[src/verilog/trace_pkg.sv]
/* shared widths, structs, trigger states and register map of the trace core
   every module imports what it needs from here */
`default_nettype none

package trace_pkg;

   typedef logic [3:0]  trace_nibble_t;    // one trace sample
   typedef logic [31:0] trace_buf_t;       // last 8 nibbles, newest in low bits
   typedef logic [3:0]  reg_addr_t;
   typedef logic [31:0] reg_data_t;
   typedef logic [1:0]  rule_idx_t;        // up to 4 rules
   typedef logic [15:0] tstamp_t;          // free running event time
   typedef logic [19:0] trig_count_t;      // delay or width in cycles
   typedef logic [3:0]  pulse_num_t;       // pulses per train
   typedef logic [5:0]  fifo_cnt_t;        // holds 0 up to 32

   typedef struct packed {
      trace_buf_t pattern;
      trace_buf_t mask;                    // 1 means bit is compared
   } match_rule_t;

   typedef struct packed {
      logic        enable;
      trig_count_t delay;
      trig_count_t width;
      pulse_num_t  num_pulses;
   } trig_cfg_t;

   typedef struct packed {
      rule_idx_t rule;                     // lowest matching rule
      tstamp_t   tstamp;
   } trace_event_t;

   typedef enum logic [1:0] {
      IDLE,
      DELAY,
      PULSE
   } trig_state_t;

   // register map
   localparam reg_addr_t ADDR_CTRL       = 4'd0;
   localparam reg_addr_t ADDR_TRIG_DELAY = 4'd1;
   localparam reg_addr_t ADDR_TRIG_WIDTH = 4'd2;
   localparam reg_addr_t ADDR_NUM_PULSES = 4'd3;
   localparam reg_addr_t ADDR_STATUS     = 4'd4;
   localparam reg_addr_t ADDR_EVENT      = 4'd5;   // read pops the FIFO
   localparam reg_addr_t ADDR_RULE_BASE  = 4'd8;   // pattern then mask per rule

   localparam int CTRL_TRIG_EN  = 8;       // CTRL bit positions
   localparam int CTRL_ARM      = 9;       // write only
   localparam int STAT_EMPTY    = 8;       // STATUS bit positions
   localparam int STAT_OVERFLOW = 9;
   localparam int STAT_BUSY     = 10;

endpackage

`default_nettype wire

[src/verilog/trace_regs.sv]
/* configuration and status register bank driven by plain read/write strobes
   writes land on the strobe edge, read data is registered one cycle later */
`default_nettype none

module trace_regs #(
   parameter int pMATCH_RULES = 4
) (
   input  wire logic                    trace_clk,
   input  wire logic                    rst_n,
   input  wire logic                    reg_write,     // write strobe
   input  wire logic                    reg_read,      // read strobe
   input  wire trace_pkg::reg_addr_t    reg_addr,
   input  wire trace_pkg::reg_data_t    reg_wdata,
   output trace_pkg::reg_data_t         reg_rdata,     // valid cycle after reg_read
   output trace_pkg::match_rule_t       rules [pMATCH_RULES],
   output logic [pMATCH_RULES-1:0]      rule_en,
   output trace_pkg::trig_cfg_t         trig_cfg,
   output logic                         arm_pulse,     // single cycle, from CTRL write
   output logic                         event_pop,     // FIFO read on event access
   input  wire trace_pkg::trace_event_t event_head,
   input  wire trace_pkg::fifo_cnt_t    fifo_count,
   input  wire logic                    fifo_empty,
   input  wire logic                    fifo_overflow,
   input  wire logic                    trig_busy
);
   import trace_pkg::*;

   reg_data_t rd_mux;                                  // read data before the flop

   // address of a rule's pattern or mask word
   function automatic reg_addr_t rule_addr(int idx, logic is_mask);
      return reg_addr_t'(int'(ADDR_RULE_BASE) + 2 * idx + int'(is_mask));
   endfunction

   assign arm_pulse = reg_write && reg_addr == ADDR_CTRL && reg_wdata[CTRL_ARM];
   assign event_pop = reg_read && reg_addr == ADDR_EVENT && !fifo_empty;

   always_ff @(posedge trace_clk or negedge rst_n) begin
      if (!rst_n) begin
         rule_en  <= '0;
         trig_cfg <= '0;
         for (int i = 0; i < pMATCH_RULES; i++) begin
            rules[i] <= '0;
         end
      end else if (reg_write) begin
         case (reg_addr)
            ADDR_CTRL: begin
               rule_en         <= reg_wdata[pMATCH_RULES-1:0];
               trig_cfg.enable <= reg_wdata[CTRL_TRIG_EN];   // arm bit not stored
            end
            ADDR_TRIG_DELAY: trig_cfg.delay      <= reg_wdata[$bits(trig_count_t)-1:0];
            ADDR_TRIG_WIDTH: trig_cfg.width      <= reg_wdata[$bits(trig_count_t)-1:0];
            ADDR_NUM_PULSES: trig_cfg.num_pulses <= reg_wdata[$bits(pulse_num_t)-1:0];
            default: begin
               for (int i = 0; i < pMATCH_RULES; i++) begin
                  if (reg_addr == rule_addr(i, 1'b0)) rules[i].pattern <= reg_wdata;
                  if (reg_addr == rule_addr(i, 1'b1)) rules[i].mask    <= reg_wdata;
               end
            end
         endcase
      end
   end

   // read mux, unmapped addresses fall through as zero
   always_comb begin
      rd_mux = '0;
      case (reg_addr)
         ADDR_CTRL: begin
            rd_mux[pMATCH_RULES-1:0] = rule_en;
            rd_mux[CTRL_TRIG_EN]     = trig_cfg.enable;
         end
         ADDR_TRIG_DELAY: rd_mux[$bits(trig_count_t)-1:0] = trig_cfg.delay;
         ADDR_TRIG_WIDTH: rd_mux[$bits(trig_count_t)-1:0] = trig_cfg.width;
         ADDR_NUM_PULSES: rd_mux[$bits(pulse_num_t)-1:0]  = trig_cfg.num_pulses;
         ADDR_STATUS: begin
            rd_mux[$bits(fifo_cnt_t)-1:0] = fifo_count;
            rd_mux[STAT_EMPTY]            = fifo_empty;
            rd_mux[STAT_OVERFLOW]         = fifo_overflow;
            rd_mux[STAT_BUSY]             = trig_busy;
         end
         ADDR_EVENT: begin
            if (!fifo_empty) rd_mux[$bits(trace_event_t)-1:0] = event_head;
         end
         default: begin
            for (int i = 0; i < pMATCH_RULES; i++) begin
               if (reg_addr == rule_addr(i, 1'b0)) rd_mux = rules[i].pattern;
               if (reg_addr == rule_addr(i, 1'b1)) rd_mux = rules[i].mask;
            end
         end
      endcase
   end

   always_ff @(posedge trace_clk or negedge rst_n) begin
      if (!rst_n) begin
         reg_rdata <= '0;
      end else if (reg_read) begin
         reg_rdata <= rd_mux;                          // held until next read
      end
   end

endmodule

`default_nettype wire

[src/verilog/trace_matcher.sv]
/* trace front end, shifts 4-bit trace samples into a 32-bit window
   and flags the lowest enabled rule whose masked pattern matches */
`default_nettype none

module trace_matcher #(
   parameter int pMATCH_RULES = 4
) (
   input  wire logic                     trace_clk,
   input  wire logic                     rst_n,
   input  wire logic                     trcena,       // trace sample valid
   input  wire trace_pkg::trace_nibble_t trace_data,
   input  wire trace_pkg::match_rule_t   rules [pMATCH_RULES],
   input  wire logic [pMATCH_RULES-1:0]  rule_en,
   output logic                          match_hit,    // one cycle per matching shift
   output trace_pkg::rule_idx_t          match_rule
);
   import trace_pkg::*;

   localparam int BUF_W = $bits(trace_buf_t);
   localparam int NIB_W = $bits(trace_nibble_t);

   trace_buf_t              buffer;                    // newest nibble in low bits
   logic                    shifted;                   // buffer took a nibble last edge
   logic [pMATCH_RULES-1:0] rule_hit;
   rule_idx_t               first_hit;

   // masked compare, per rule
   always_comb begin
      for (int i = 0; i < pMATCH_RULES; i++) begin
         rule_hit[i] = rule_en[i] && ((buffer ^ rules[i].pattern) & rules[i].mask) == '0;
      end
   end

   // lowest numbered rule wins
   always_comb begin
      first_hit = '0;
      for (int i = pMATCH_RULES - 1; i >= 0; i--) begin
         if (rule_hit[i]) first_hit = rule_idx_t'(i);
      end
   end

   always_ff @(posedge trace_clk or negedge rst_n) begin
      if (!rst_n) begin
         buffer    <= '0;
         shifted   <= 1'b0;
         match_hit <= 1'b0;
      end else begin
         if (trcena) begin
            buffer <= {buffer[BUF_W-NIB_W-1:0], trace_data};   // hold when idle
         end
         shifted   <= trcena;
         match_hit <= shifted && |rule_hit;            // only fresh windows count
      end
   end

   always_ff @(posedge trace_clk) begin
      if (shifted && |rule_hit) begin
         match_rule <= first_hit;                      // qualified by match_hit
      end
   end

endmodule

`default_nettype wire

[src/verilog/event_capture.sv]
/* timestamped event recorder, a circular FIFO of rule/time entries
   cleared and armed by the arm pulse, drops entries once full */
`default_nettype none

module event_capture #(
   parameter int pFIFO_DEPTH = 16
) (
   input  wire logic                 trace_clk,
   input  wire logic                 rst_n,
   input  wire logic                 arm_pulse,        // clears FIFO and time
   input  wire logic                 match_hit,
   input  wire trace_pkg::rule_idx_t match_rule,
   input  wire logic                 event_pop,
   output trace_pkg::trace_event_t   event_head,       // oldest entry
   output trace_pkg::fifo_cnt_t      fifo_count,
   output logic                      fifo_empty,
   output logic                      fifo_overflow     // sticky until next arm
);
   import trace_pkg::*;

   localparam int PTR_W = $clog2(pFIFO_DEPTH);

   trace_event_t     mem [pFIFO_DEPTH];
   logic [PTR_W-1:0] wr_ptr;                           // wraps, depth is 2^n
   logic [PTR_W-1:0] rd_ptr;
   tstamp_t          now;                              // free running time
   logic             armed;
   logic             fifo_full;
   logic             do_write;
   logic             do_pop;

   assign fifo_empty = fifo_count == '0;
   assign fifo_full  = fifo_count == fifo_cnt_t'(pFIFO_DEPTH);
   assign do_write   = armed && match_hit && !fifo_full && !arm_pulse;
   assign do_pop     = event_pop && !fifo_empty && !arm_pulse;
   assign event_head = mem[rd_ptr];

   always_ff @(posedge trace_clk or negedge rst_n) begin
      if (!rst_n) begin
         now           <= '0;
         armed         <= 1'b0;
         wr_ptr        <= '0;
         rd_ptr        <= '0;
         fifo_count    <= '0;
         fifo_overflow <= 1'b0;
      end else if (arm_pulse) begin
         now           <= '0;                          // zero on the cycle after arm
         armed         <= 1'b1;
         wr_ptr        <= '0;
         rd_ptr        <= '0;
         fifo_count    <= '0;
         fifo_overflow <= 1'b0;
      end else begin
         now <= now + 1'b1;
         if (do_write) wr_ptr <= wr_ptr + 1'b1;
         if (do_pop) rd_ptr <= rd_ptr + 1'b1;
         if (do_write && !do_pop) begin
            fifo_count <= fifo_count + 1'b1;
         end else if (do_pop && !do_write) begin
            fifo_count <= fifo_count - 1'b1;
         end
         if (armed && match_hit && fifo_full) begin
            fifo_overflow <= 1'b1;                     // entry lost
         end
      end
   end

   // entry storage, time taken on the same edge as the match
   always_ff @(posedge trace_clk) begin
      if (do_write) begin
         mem[wr_ptr] <= '{rule: match_rule, tstamp: now};
      end
   end

endmodule

`default_nettype wire

[src/verilog/pulse_trigger.sv]
/* pulse train generator started by a trace match
   one delay and one width apply to every pulse of the train */
`default_nettype none

module pulse_trigger (
   input  wire logic                 trace_clk,
   input  wire logic                 rst_n,
   input  wire logic                 match_hit,
   input  wire trace_pkg::trig_cfg_t trig_cfg,
   output logic                      trig_out,
   output logic                      trig_busy         // train in progress
);
   import trace_pkg::*;

   trig_state_t state;
   trig_count_t cnt;                                   // cycles left in phase
   pulse_num_t  pulses_left;                           // includes current pulse
   logic        delay_zero;
   logic        start;

   assign delay_zero = trig_cfg.delay == '0;
   assign start      = match_hit && trig_cfg.enable && trig_cfg.num_pulses != '0;
   assign trig_busy  = state != IDLE;

   always_ff @(posedge trace_clk or negedge rst_n) begin
      if (!rst_n) begin
         state       <= IDLE;
         trig_out    <= 1'b0;
         cnt         <= '0;
         pulses_left <= '0;
      end else begin
         case (state)
            IDLE: begin
               if (start) begin
                  pulses_left <= trig_cfg.num_pulses;
                  if (delay_zero) begin
                     state    <= PULSE;                // rise on the match edge
                     trig_out <= 1'b1;
                     cnt      <= trig_cfg.width;
                  end else begin
                     state <= DELAY;
                     cnt   <= trig_cfg.delay;
                  end
               end
            end
            DELAY: begin
               if (cnt <= trig_count_t'(1)) begin
                  state    <= PULSE;
                  trig_out <= 1'b1;
                  cnt      <= trig_cfg.width;
               end else begin
                  cnt <= cnt - 1'b1;
               end
            end
            PULSE: begin
               if (cnt > trig_count_t'(1)) begin
                  cnt <= cnt - 1'b1;                   // width of 0 acts as 1
               end else if (pulses_left <= pulse_num_t'(1)) begin
                  state    <= IDLE;                    // last pulse done
                  trig_out <= 1'b0;
               end else begin
                  pulses_left <= pulses_left - 1'b1;
                  if (delay_zero) begin
                     cnt <= trig_cfg.width;            // back to back, stays high
                  end else begin
                     state    <= DELAY;
                     trig_out <= 1'b0;
                     cnt      <= trig_cfg.delay;
                  end
               end
            end
            default: begin
               state    <= IDLE;
               trig_out <= 1'b0;
            end
         endcase
      end
   end

endmodule

`default_nettype wire

[src/verilog/trace_top.sv]
/* top level of the trace matching core, all in the trace_clk domain
   ties the register bank, matcher, event FIFO and pulse trigger together */
`default_nettype none

module trace_top #(
   parameter int pMATCH_RULES = 4,                     // 1 to 4
   parameter int pFIFO_DEPTH  = 16                     // power of two, 4 to 32
) (
   input  wire logic                     trace_clk,
   input  wire logic                     rst_n,
   input  wire logic                     trcena,
   input  wire trace_pkg::trace_nibble_t trace_data,
   input  wire logic                     reg_write,
   input  wire logic                     reg_read,
   input  wire trace_pkg::reg_addr_t     reg_addr,
   input  wire trace_pkg::reg_data_t     reg_wdata,
   output trace_pkg::reg_data_t          reg_rdata,
   output logic                          trig_out
);
   import trace_pkg::*;

   match_rule_t             rules [pMATCH_RULES];      // config to matcher
   logic [pMATCH_RULES-1:0] rule_en;
   trig_cfg_t               trig_cfg;
   logic                    arm_pulse;
   logic                    event_pop;
   trace_event_t            event_head;                // FIFO to register bank
   fifo_cnt_t               fifo_count;
   logic                    fifo_empty;
   logic                    fifo_overflow;
   logic                    trig_busy;
   logic                    match_hit;                 // matcher to capture and trigger
   rule_idx_t               match_rule;

   trace_regs #(
      .pMATCH_RULES  (pMATCH_RULES)
   ) regs_i (
      .trace_clk     (trace_clk),
      .rst_n         (rst_n),
      .reg_write     (reg_write),
      .reg_read      (reg_read),
      .reg_addr      (reg_addr),
      .reg_wdata     (reg_wdata),
      .reg_rdata     (reg_rdata),
      .rules         (rules),
      .rule_en       (rule_en),
      .trig_cfg      (trig_cfg),
      .arm_pulse     (arm_pulse),
      .event_pop     (event_pop),
      .event_head    (event_head),
      .fifo_count    (fifo_count),
      .fifo_empty    (fifo_empty),
      .fifo_overflow (fifo_overflow),
      .trig_busy     (trig_busy)
   );

   trace_matcher #(
      .pMATCH_RULES  (pMATCH_RULES)
   ) matcher_i (
      .trace_clk     (trace_clk),
      .rst_n         (rst_n),
      .trcena        (trcena),
      .trace_data    (trace_data),
      .rules         (rules),
      .rule_en       (rule_en),
      .match_hit     (match_hit),
      .match_rule    (match_rule)
   );

   event_capture #(
      .pFIFO_DEPTH   (pFIFO_DEPTH)
   ) capture_i (
      .trace_clk     (trace_clk),
      .rst_n         (rst_n),
      .arm_pulse     (arm_pulse),
      .match_hit     (match_hit),
      .match_rule    (match_rule),
      .event_pop     (event_pop),
      .event_head    (event_head),
      .fifo_count    (fifo_count),
      .fifo_empty    (fifo_empty),
      .fifo_overflow (fifo_overflow)
   );

   pulse_trigger trigger_i (
      .trace_clk     (trace_clk),
      .rst_n         (rst_n),
      .match_hit     (match_hit),
      .trig_cfg      (trig_cfg),
      .trig_out      (trig_out),
      .trig_busy     (trig_busy)
   );

endmodule

`default_nettype wire

[config.mk]
export PLATFORM = sky130hd
export DESIGN_NAME = trace_top
export DESIGN_NICKNAME = d
export VERILOG_FILES = /design/src/verilog/trace_pkg.sv /design/src/verilog/trace_regs.sv /design/src/verilog/trace_matcher.sv /design/src/verilog/event_capture.sv /design/src/verilog/pulse_trigger.sv /design/src/verilog/trace_top.sv
export SDC_FILE = /design/constraint.sdc
export NUM_CORES = 1
export LEC_CHECK = 0
export BUFFER_PORTS_ARGS = -buffer_cell sky130_fd_sc_hd__buf_4
export CORE_MARGIN = 2
export CORE_UTILIZATION = 49
export DETAILED_ROUTE_END_ITERATION = 12
export GPL_TIMING_DRIVEN = 1
export HOLD_SLACK_MARGIN = 0.12
export MAX_ROUTING_LAYER = met4
export PLACE_DENSITY_LB_ADDON = 0.1
export SKIP_CTS_REPAIR_TIMING = 1
export SYNTH_ARGS = -nofsm -noshare
export SYNTH_HDL_FRONTEND = slang
export SYNTH_HIERARCHICAL = 1
export SYNTH_SLANG_ARGS = --single-unit
[constraint.sdc]
create_clock -name trace_clk -period 3.2 [get_ports trace_clk]
set_input_delay 0.64 -clock trace_clk [delete_from_list [all_inputs] [get_ports trace_clk]]
set_output_delay 0.64 -clock trace_clk [all_outputs]
set_load 0.1 [all_outputs]
# [Word level (Yosys, flattened, before mapping)]
# Memory sizes are Yosys's and may differ from the RTL's.
# Cells that the tools add are included.
[word_totals] ram_bits=288 n_memories=1 inputBits=45 register_bits=432 output_inout_bits=33
[mem_list] memory="capture_i.mem" depth=16 width=18 rd=1 rd_ports_with_merged_regs=0 write_ports=1 line_no="event_capture.sv:23" text="trace_event_t mem [pFIFO_DEPTH];"
[classes] order_cmp=3 n_bitwise=9 n_addsub=7 n_mux=56 reduce_logical=63 eq_ne=23
[op_table] cell="2-to-1 mux 32 bit" count=8
[op_table] cell="bitwise AND 32 bit" count=4
[op_table] cell="zero test 32 bit" count=4
[op_table] cell="XOR 32 bit" count=4
[op_table] cell="2-to-1 mux 20 bit" count=5
[op_table] cell="one-hot mux 20 bit (3 select lines)" count=1
[op_table] cell="== test 4 bit (second input constant)" count=8
[op_table] cell="2-to-1 mux 4 bit" count=7
[op_table] cell="one-hot mux 7 bit (4 select lines)" count=1
[op_table] cell="AND reduction 3 bit" count=9
[op_table] cell="one-hot mux 4 bit (6 select lines)" count=1
[op_table] cell="greater-than comparator 20 x 1 -> 1 bit (second input constant)" count=1
[op_table] cell="<= comparator 20 x 1 -> 1 bit (second input constant)" count=1
[op_table] cell="zero test 20 bit" count=1
[op_table] cell="one-hot mux 2 bit (5 select lines)" count=2
[op_table] cell="subtractor 20 x 1 -> 20 bit (second input constant)" count=1
[op_table] cell="logical AND 1 bit" count=19
[op_table] cell="2-to-1 mux 18 bit" count=1
[op_table] cell="2-to-1 mux 6 bit" count=3
[op_table] cell="adder 16 x 1 -> 16 bit (second input constant)" count=1
[op_table] cell="2-to-1 mux 16 bit" count=1
[op_table] cell="2-to-1 mux 2 bit" count=8
[op_table] cell="2-to-1 mux 12 bit" count=1
[op_table] cell="one-hot mux 2 bit (3 select lines)" count=2
[op_table] cell="35 further kinds" count=67

# [Longest topological paths before layout]
# Gate-level depths: netlist of the first run.
[logic_depth] depth_word=10 ltp_mapped=16 mapped_depth_nobuf=13

# [By module]
# Netlist of the first run, hierarchy kept.
[modules_own_cells] module="trace_regs" area_each_um2=15706.3 seq_area_each_um2=8433.1 instances=1 cells_each=1209
[modules_own_cells] module="event_capture" area_each_um2=12643.4 seq_area_each_um2=9449.1 instances=1 cells_each=601
[modules_own_cells] module="trace_matcher" area_each_um2=3250.6 seq_area_each_um2=910.9 instances=1 cells_each=322
[modules_own_cells] module="pulse_trigger" area_each_um2=2633.8 seq_area_each_um2=675.6 instances=1 cells_each=340

# [Worst setup path before layout of the first run]
# OpenSTA, ideal clock, no wires.
[synth_timing] path_type="input to register" start="input reg_addr[1]" end="memory capture_i/mem[0][0] (netlist bit) (enable)" cell_stages=10 slack_ns=-0.474 arrival_ns=3.259 path_cell_list="buf_4 -> buf_6 -> nor2_1 -> buf_2 -> nand3_1 -> nor2_1 -> clkbuf_1 -> a211oi_2 -> nand2_1 -> nor3_1"
[synth_between] elab_chain_len=7
[synth_rtl] element="start, declared" line_no="trace_top.sv:15" text="input wire trace_pkg::reg_addr_t reg_addr,"
[synth_rtl] element="zero test 4 bit" line_no="trace_regs.sv:35" text="assign arm_pulse = reg_write && reg_addr == ADDR_CTRL && reg_wdata[CTRL_ARM];"
[synth_rtl] element="logical AND 1 bit (2 in a row)" line_no="trace_regs.sv:35"
[synth_rtl] element="named net arm_pulse" line_no="trace_top.sv:25" text="logic arm_pulse;"
[synth_rtl] element="zero test 1 bit" line_no="event_capture.sv:34" text="assign do_write = armed && match_hit && !fifo_full && !arm_pulse;"
[synth_rtl] element="logical AND 1 bit" line_no="event_capture.sv:34"
[synth_rtl] element="2-to-1 mux 1 bit" line_no="event_capture.sv:70" text="if (do_write) begin"
[synth_rtl] element="2-to-1 mux 1 bit (implied by the code)" line_no="event_capture.sv:71" text="mem[wr_ptr] <= '{rule: match_rule, tstamp: now};"
[synth_rtl] element="end, declared" line_no="event_capture.sv:23"
# The timed path passes the listed nets, and every way through them passes these cells.

# [Worst setup path after layout of the first run]
[layout_timing] start="register capture_i.fifo_count[1]" end="register capture_i.fifo_count[5]"
[layout_between] elab_chain_len=9 elab_cells_between_ends=19
[layout_rtl] element="start, declared" line_no="event_capture.sv:15" text="output trace_pkg::fifo_cnt_t fifo_count,"
[layout_rtl] element="start signal, assigned" line_no="event_capture.sv:58" text="fifo_count <= fifo_count + 1'b1;"
[layout_rtl] element="start signal, assigned" line_no="event_capture.sv:60" text="fifo_count <= fifo_count - 1'b1;"
[layout_rtl] element="zero test 6 bit *" line_no="event_capture.sv:32" text="assign fifo_empty = fifo_count == '0;"
[layout_rtl] element="named net fifo_empty" line_no="trace_top.sv:29" text="logic fifo_empty;"
[layout_rtl] element="zero test 1 bit *" line_no="trace_regs.sv:36" text="assign event_pop = reg_read && reg_addr == ADDR_EVENT && !fifo_empty;"
[layout_rtl] element="logical AND 1 bit *" line_no="trace_regs.sv:36"
[layout_rtl] element="named net event_pop" line_no="trace_top.sv:26" text="logic event_pop;"
[layout_rtl] element="logical AND 1 bit * (2 in a row)" line_no="event_capture.sv:35" text="assign do_pop = event_pop && !fifo_empty && !arm_pulse;"
[layout_rtl] element="zero test 1 bit" line_no="event_capture.sv:57" text="if (do_write && !do_pop) begin"
[layout_rtl] element="logical AND 1 bit" line_no="event_capture.sv:57"
[layout_rtl] element="2-to-1 mux 6 bit" line_no="event_capture.sv:57"
[layout_rtl] element="2-to-1 mux 6 bit" line_no="event_capture.sv:46" text="end else if (arm_pulse) begin"
# Mark *: on every way through the listed nets, which the timed path passes. The rest lies on a longest branch. The select of a mux whose other input is x is not followed.
# A chain may end at the register's enable or synchronous reset.

==> metrics.md, run 1 <==
| Metric | Value |
|---|---|
| Pwr Total | `31.39 mW` |
| Largest family of logic cells by synthesized area | `multiplexers` |
| Clock latency on the worst-skew pair | `0.64 ns` |
| Final setup violation count | `0` |
| Initial DRC count | `between 2k and 2.5k` |
| Syn avg cell area | `approximately 14 um^2` |
| Setup WS pre-CTS | `~0.17 ns` |
| FF+latch count, synth | `between 700 and 800` |
| Share of layout cells above drive strength 1 | `between 30% and 40%` |
| Site row count | `96` |
| PwrDens | `805.2 nW/um^2` |
| Clk network pwr share | `approximately 28%` |
| Gr ovfl total | `0` |
| Synth Area in Compound Gates | `roughly a tenth` |
| Post-route clock skew | `~0.029 ns` |
| First drt pass iteration count | `5` |
| Post-synth EDFFs | `290` |
| Final ANT Viol Nets | `0` |
| Final GP Congestion | `slightly above 0.9` |
| Total Nets Final | `~2.6k` |
| I/O Pins | `78` |
| Outcome | `finished clean` |
| Ys flop type | `dfrtp_1` |
| CTS tree | `built` |
| CTS H-Tree Depth | `3` |
| Comb power frac | `around 29%` |
| Yosys cell types | `a little over 100` |
| Critical path's top delay family | `simple AND/OR/NAND/NOR gates` |
| DP HPWL | `75,510 um` |
| Xor/xnor cell area share of the yosys netlist | `under 10%` |
| Post-synth top area share | `31.43%` |
| Die X | `268.3 um` |
| Asr flop ratio synth | `between 50% and 60%` |
| Leak | `approximately 15 nW` |
| Final instance area | `38,980 um^2` |
| Area growth syn-to-layout | `13.88%` |
| Part of the cycle the worst path needs | `between 90 and 100%` |
| TNS Setup | `0 ns` |
| Max Cap Viol | `0` |
| Core Util, Final | `56.64%` |
| Simple-Gate Fraction of Synth Area | `6.041%` |
| Register area | `a little under 20,000 um^2` |
| Sequential share of power | `between 40% and 50%` |
| Drt drc | `0` |
| Cell taking the most area after synthesis | `dfrtp_1` |
| Cells after synthesis | `~2.5k` |
| Cell internal pwr | `between 20 and 25 mW` |
| Post-layout minimum cycle time | `approximately 3.0 ns` |
| Vias in the first global route | `approximately 23k` |
| Root buffer cell | `clkbuf_16` |
| Largest cells by area after synthesis | `dfrtp_1, edfxtp_1, mux2_2` |
| Global-route wire length before repair | `roughly 160,000 um` |
| CP Capture Type | `flip-flop` |
| Hold Vio Cnt, Final | `0` |
| Max VDD drop | `520.2 uV` |
| Post-synthesis sequential area ratio | `between 50% and 60%` |
| Clk slew on worst S/H paths | `0.06 ns` |
| CORE AREA | `around 69,000 um^2` |
| Initial antenna violation count | `2` |
| Worst path required time | `3.74 ns` |
| Sw Ratio | `about a third` |
| Hold_sp | `trace_data[3]` |
| Die Footprint | `about 70,000 um^2` |
| Largest net degree at the start of global routing | `80` |
| Hold WS | `approximately 0.24 ns` |
| Setup ws final | `approximately 0.22 ns` |
| Max-slew headroom | `between 6 and 7%` |
| Total of warnings raised by yosys | `6` |
| Port bufs | `just under 80` |
| Post-synthesis mux area share | `19.42%` |
| Vias post-DR | `roughly 23k` |
| GRT Util Overall | `a little under a third` |
| Post-route insts no fill | `approximately 3.6k` |
| Dpl cells | `~3.4k` |
| Max stage delay on crit path | `roughly 0.58 ns` |
| Slowest-stage cell, CP | `or4_4` |
| DP Area | `36,520 um^2` |
| Crit. Startpoint | `capture_i/fifo_count[1]$_DFFE_PN0P_` |
| Fmax | `335.9 MHz` |
| Crit Path Class | `reg2reg` |
| WP data arrival | `between 3 and 4 ns` |
| Buf/Inv on CP | `1` |
| RSZ-0062 raised after global routing | `no` |
| Hold crit path type | `in2reg` |
| Sw power | `roughly 11 mW` |
| Chip height | `around 270 um` |
| Adder-Cell Fraction of Synth Area | `less than 1%` |
| Vias per std cell | `about 6.4` |
| Post-Route WL | `about 110,000 um` |
| TritonCTS Buffers | `77` |
| Area of the multi-input gates | `13,790 um^2` |
| Critical path cell sequence | `or4_4 -> nor3_2 -> buf_4 -> nor4_4 -> and2_4 -> o21ai_4 -> nand2_4 -> ha_4 -> a211oi_2 -> o21ai_1 -> and4_4 -> or2_0 -> o311ai_2` |
| Critical Path Fanout Max | `5` |
| Actual slew at the worst max-slew pin | `1.377 ns` |
| Syn nets | `approximately 2.5k` |
| CTS max path bufs | `3` |
| Fill count | `5,624` |
| Clock sinks | `720` |
| CP startpoint kind | `flip-flop` |
| Reg-to-reg critical path startpoint | `capture_i/fifo_count[1]$_DFFE_PN0P_` |
| Cell area after synthesis | `34,230 um^2` |
| Max Slew Vio Count | `0` |
| Initial core utilization | `49.74%` |
| Routed len/inst | `between 30 and 40 um` |
==> final cells by class <==
type / instances / area share [%]
inverters: 33 / 0.3177
flip-flops and latches: 720 / 49.95
diodes: 2 / 0.01284
clock buffers: 106 / 5.430
well taps: 931 / 2.988
multi-input cells: 1527 / 35.38
clock inverters: 32 / 0.8633
repair buffers: 226 / 5.052
==> worst register-to-register path: stages (launching register included) <==
cell and delay [ns]:
dfrtp_1 0.37, or4_4 0.58, nor3_2 0.12, buf_4 0.15
nor4_4 0.04, and2_4 0.19, o21ai_4 0.09, nand2_4 0.12
ha_4 0.24, a211oi_2 0.23, o21ai_1 0.12, and4_4 0.19
or2_0 0.23, o311ai_2 0.21
==> layout by cell type, fill, tap and decap left out, types with 15 or more instances in the layout <==
cell and instances:
a21oi_1 115, clkbuf_1 22, ha_1 15, edfxtp_1 290, mux2i_1 15, a22o_1 22, o21ai_0 66, mux4_2 105
a22oi_1 46, nor3_1 21, clkbuf_16 78, nor2_1 108, buf_4 203, inv_1 32, a221oi_1 22, o221ai_1 27
nand3_1 39, mux2_2 364, buf_12 21, xor2_1 145, nand4_1 20, dfrtp_1 428, nand2_1 77, a31oi_1 19
==> flip-flops by register name (all words and copies together) (netlist names), 2 cells and up <==
name / cells
capture_i/fifo_count: 6
capture_i/wr_ptr: 4
capture_i/mem: 288
regs_i/reg_rdata: 32
capture_i/rd_ptr: 4
trigger_i/pulses_left: 4
regs_i/rule_en: 4
trigger_i/cnt: 20
trigger_i/state: 2
regs_i/rules: 256
matcher_i/buffer: 32
matcher_i/match_rule: 2
capture_i/now: 16
regs_i/trig_cfg: 45
==> worst paths after layout <==
check	end	depth (start not counted)	slack (ns)
worst max-delay path	capture_i/fifo_count[5]$_DFFE_PN0P_	13	0.22
worst max register to register	capture_i/fifo_count[5]$_DFFE_PN0P_	13	0.22
max in group asynchronous	capture_i/now[11]$_DFF_PN0_	3	1.68
worst min-delay path	matcher_i/buffer[3]$_DFFE_PN0P_	2	0.24
min in group asynchronous	regs_i/rules[157]$_DFFE_PN0P_	2	0.67
worst min register to register	trigger_i/trig_out$_DFFE_PN0P_	2	0.51
==> per-layer routing <==
metal | routed length [um] | track usage [%]
met1 | 46510 | 42.97
met2 | 52200 | 50.12
met3 | 6718 | 4.398
met4 | 3757 | 10.19
met5 | 0 | -
==> synthesized netlist by cell type (26+ instances only) <==
cell	count
a21oi_1	115
a22oi_1	46
buf_2	55
buf_4	26
clkbuf_1	69
dfrtp_1	430
edfxtp_1	290
inv_1	32
mux2_2	364
mux4_2	105
nand2_1	79
nand3_1	40
nor2_1	122
nor3_1	26
o21ai_0	68
o221ai_1	27
xor2_1	145
==> logic make-up (layout without fill, tap and decap cells) <==
group	after synthesis	after routing
simple gates	398	398
xor+xnor	155	155
other cells	0	2
buf+inv	225	397
fa+ha+maj	19	19
compound gates	468	468
mux	487	487
flops	720	720
==> power groups by stage <==
stage | combinational (mW) | sequential, mW | clock [mW]
after global routing | 9.61 | 13.8 | 9.29
after CTS | 8.91 | 13.5 | 8.95
after floorplan | 6.15 | 13.0 | 0
after global placement | 8.78 | 13.6 | 0
final | 8.97 | 13.6 | 8.82
after detailed placement | 8.87 | 13.7 | 0
Note: power is estimated with default switching activity, not from simulation.
==> inputs of run 2 (changes only) <==
CORE_ASPECT_RATIO = 1.4   (was not set)
SKIP_CTS_REPAIR_TIMING = not set   (was 1)
SKIP_LAST_GASP = 1   (was not set)
==> run 2 against run 1 <==
Critical path type unchanged. Wire length is 1.1% lower. Sequential share of layout area is 0.056 points lower. Die area hardly changed.
==> metrics.md, run 2 (synthesis results as in run 1) <==
| Metric | Value |
|---|---|
| Outcome | `finished clean` |
| Global-route wire length before repair | `~160,000 um` |
| TritonCTS Buffers | `75` |
| Setup ws final | `~0.20 ns` |
| Final GP Congestion | `between 1 and 1.5` |
| Hold Vio Cnt, Final | `0` |
| Post-route clock skew | `approximately 0.026 ns` |
| Root buffer cell | `clkbuf_16` |
| Post-Route WL | `108,000 um` |
| Port bufs | `77` |
| Site row count | `114` |
| Final instance area | `roughly 39,000 um^2` |
| Dpl cells | `about 3.4k` |
| Clk slew on worst S/H paths | `roughly 0.06 ns` |
| Commonest non-fill, non-tap cell in the layout | `dfrtp_1` |
| Area growth syn-to-layout | `14.01%` |
| Crit Path Class | `reg2reg` |
| Routed len/inst | `between 30 and 40 um` |
| Vias post-DR | `around 22k` |
| Hold crit path type | `in2reg` |
| Setup WS pre-CTS | `0.1224 ns` |
| Final ANT Viol Nets | `0` |
| Vias per std cell | `about 6.3` |
| Initial core utilization | `between 40% and 50%` |
| CP startpoint kind | `flip-flop` |
| PwrDens | `between 800 and 900 nW/um^2` |
| First drt pass iteration count | `5` |
| WP data arrival | `~3.5 ns` |
| Max Slew Vio Count | `0` |
| Hold WS | `approximately 0.24 ns` |
| Max-slew headroom | `43.27%` |
| Sequential share of power | `a little over two fifths` |
| Sw power | `10.90 mW` |
| Die X | `227.4 um` |
| Share of layout cells above drive strength 1 | `between 30% and 40%` |
| RSZ-0062 raised after global routing | `no` |
| Leak | `around 15 nW` |
| Critical Path Fanout Max | `5` |
| Part of the cycle the worst path needs | `between 90% and 100%` |
| Clk network pwr share | `~29%` |
| Cell internal pwr | `approximately 21 mW` |
| CTS tree | `built` |
| Total Nets Final | `2,625` |
| Drt drc | `0` |
| Clock latency on the worst-skew pair | `roughly 0.65 ns` |
| I/O Pins | `78` |
| Vias in the first global route | `23.23k` |
| Commonest cells after routing, fill and taps aside | `dfrtp_1, mux2_2, edfxtp_1, buf_4, xor2_1` |
| CTS H-Tree Depth | `3` |
| Chip height | `~320 um` |
| Largest registers | `capture_i/mem x288, regs_i/rules x256, regs_i/trig_cfg x45` |
| Worst path required time | `3.72 ns` |
| Clock sinks | `720` |
| Actual slew at the worst max-slew pin | `between 0.8 and 0.9 ns` |
| Post-route insts no fill | `about 3.6k` |
| Gr ovfl total | `0` |
| Post CTS Setup Buffer Count | `0` |
| CTS max path bufs | `3` |
| Biggest register | `capture_i/mem` |
| Max VDD drop | `between 700 and 800 uV` |
| DP Area | `roughly 36,000 um^2` |
| Largest net degree at the start of global routing | `about 110` |
| Max Cap Viol | `0` |
| Initial DRC count | `around 2.1k` |
| CORE AREA | `about 69,000 um^2` |
| Die Footprint | `slightly above 70,000 um^2` |
| Sw Ratio | `about a third` |
| CP Capture Type | `flip-flop` |
| Diode count | `0` |
| DP HPWL | `~74,000 um` |
| Comb power frac | `about 29%` |
| Final setup violation count | `0` |
| Initial antenna violation count | `0` |
| GRT Util Overall | `between 30% and 40%` |
| Max reg flops | `288` |
| Fmax | `around 330 MHz` |
| Post-layout minimum cycle time | `~3.0 ns` |
[run 2: power groups by stage]
| stage | logic [mW] | clock network [mW] | registers, mW |
|---|---|---|---|
| after global routing | 9.74 | 9.57 | 13.6 |
| after CTS | 9.09 | 9.19 | 13.4 |
| after detailed placement | 9.04 | 0 | 13.6 |
| final | 9.10 | 9.04 | 13.4 |
| after floorplan | 6.15 | 0 | 13.0 |
| after global placement | 8.91 | 0 | 13.5 |
[run 2: path summary, 6_finish.rpt]
check / start / end / slack [ns] / cells after the start
worst max-delay path: capture_i/fifo_count[1]$_DFFE_PN0P_ / capture_i/fifo_count[5]$_DFFE_PN0P_ / 0.20 / 12
worst min-delay path: trace_data[1] / matcher_i/buffer[1]$_DFFE_PN0P_ / 0.24 / 2
worst max register to register: capture_i/fifo_count[1]$_DFFE_PN0P_ / capture_i/fifo_count[5]$_DFFE_PN0P_ / 0.20 / 12
worst min register to register: regs_i/reg_rdata[21]$_DFFE_PN0P_ / regs_i/reg_rdata[21]$_DFFE_PN0P_ / 0.51 / 1
max in group asynchronous: rst_n / regs_i/rules[99]$_DFFE_PN0P_ / 1.81 / 3
min in group asynchronous: rst_n / regs_i/rules[169]$_DFFE_PN0P_ / 0.50 / 2
[run 2: what timing repair did]
action | CTS | global route
hold buffers | 1 | 0
setup endpoints to repair | 0 | 1
gates resized for setup | 0 | 1
hold endpoints to repair | 29 | 0
[run 2: through the flow]
step	power [mW]	util, %	TNS, ns
2_1_floorplan	19.20	-	-0.06718
3_3_place_gp	22.39	52.81	0
3_5_place_dp	22.60	52.81	0
4_1_cts	31.68	56.52	0
5_1_grt	32.93	56.53	0
6_report	31.57	56.53	0
[run 2: final cells by class]
| type | instances | area [um^2] |
|---|---|---|
| clock buffers | 110 | 2190 |
| clock inverters | 30 | 362.8 |
| fillers | 5715 | 30010 |
| inverters | 33 | 123.9 |
| multi-input cells | 1527 | 13800 |
| flip-flops and latches | 720 | 19470 |
| well taps | 928 | 1161 |
| repair buffers | 204 | 1917 |
[run 2: layer usage]
layer	part of all wire, %	global-route usage, %	wire length [um]	up-vias
li1	-	-	-	9591
met1	37	36.11	40110	11710
met2	51	53.25	55190	835
met3	4.6	4.065	5003	334
met4	7.1	19.67	7680	0
met5	0	-	0	-
[run 2: critical path, cell delays in order (launching register included)]
cell      delay, ns
dfrtp_1        0.38
or4_4          0.60
nor3_4         0.24
nor4_4         0.08
and2_4         0.19
o21ai_4        0.08
nand2_4        0.12
ha_4           0.24
a211oi_2       0.22
o21ai_1        0.11
and4_4         0.19
or2_0          0.23
o311ai_2       0.22
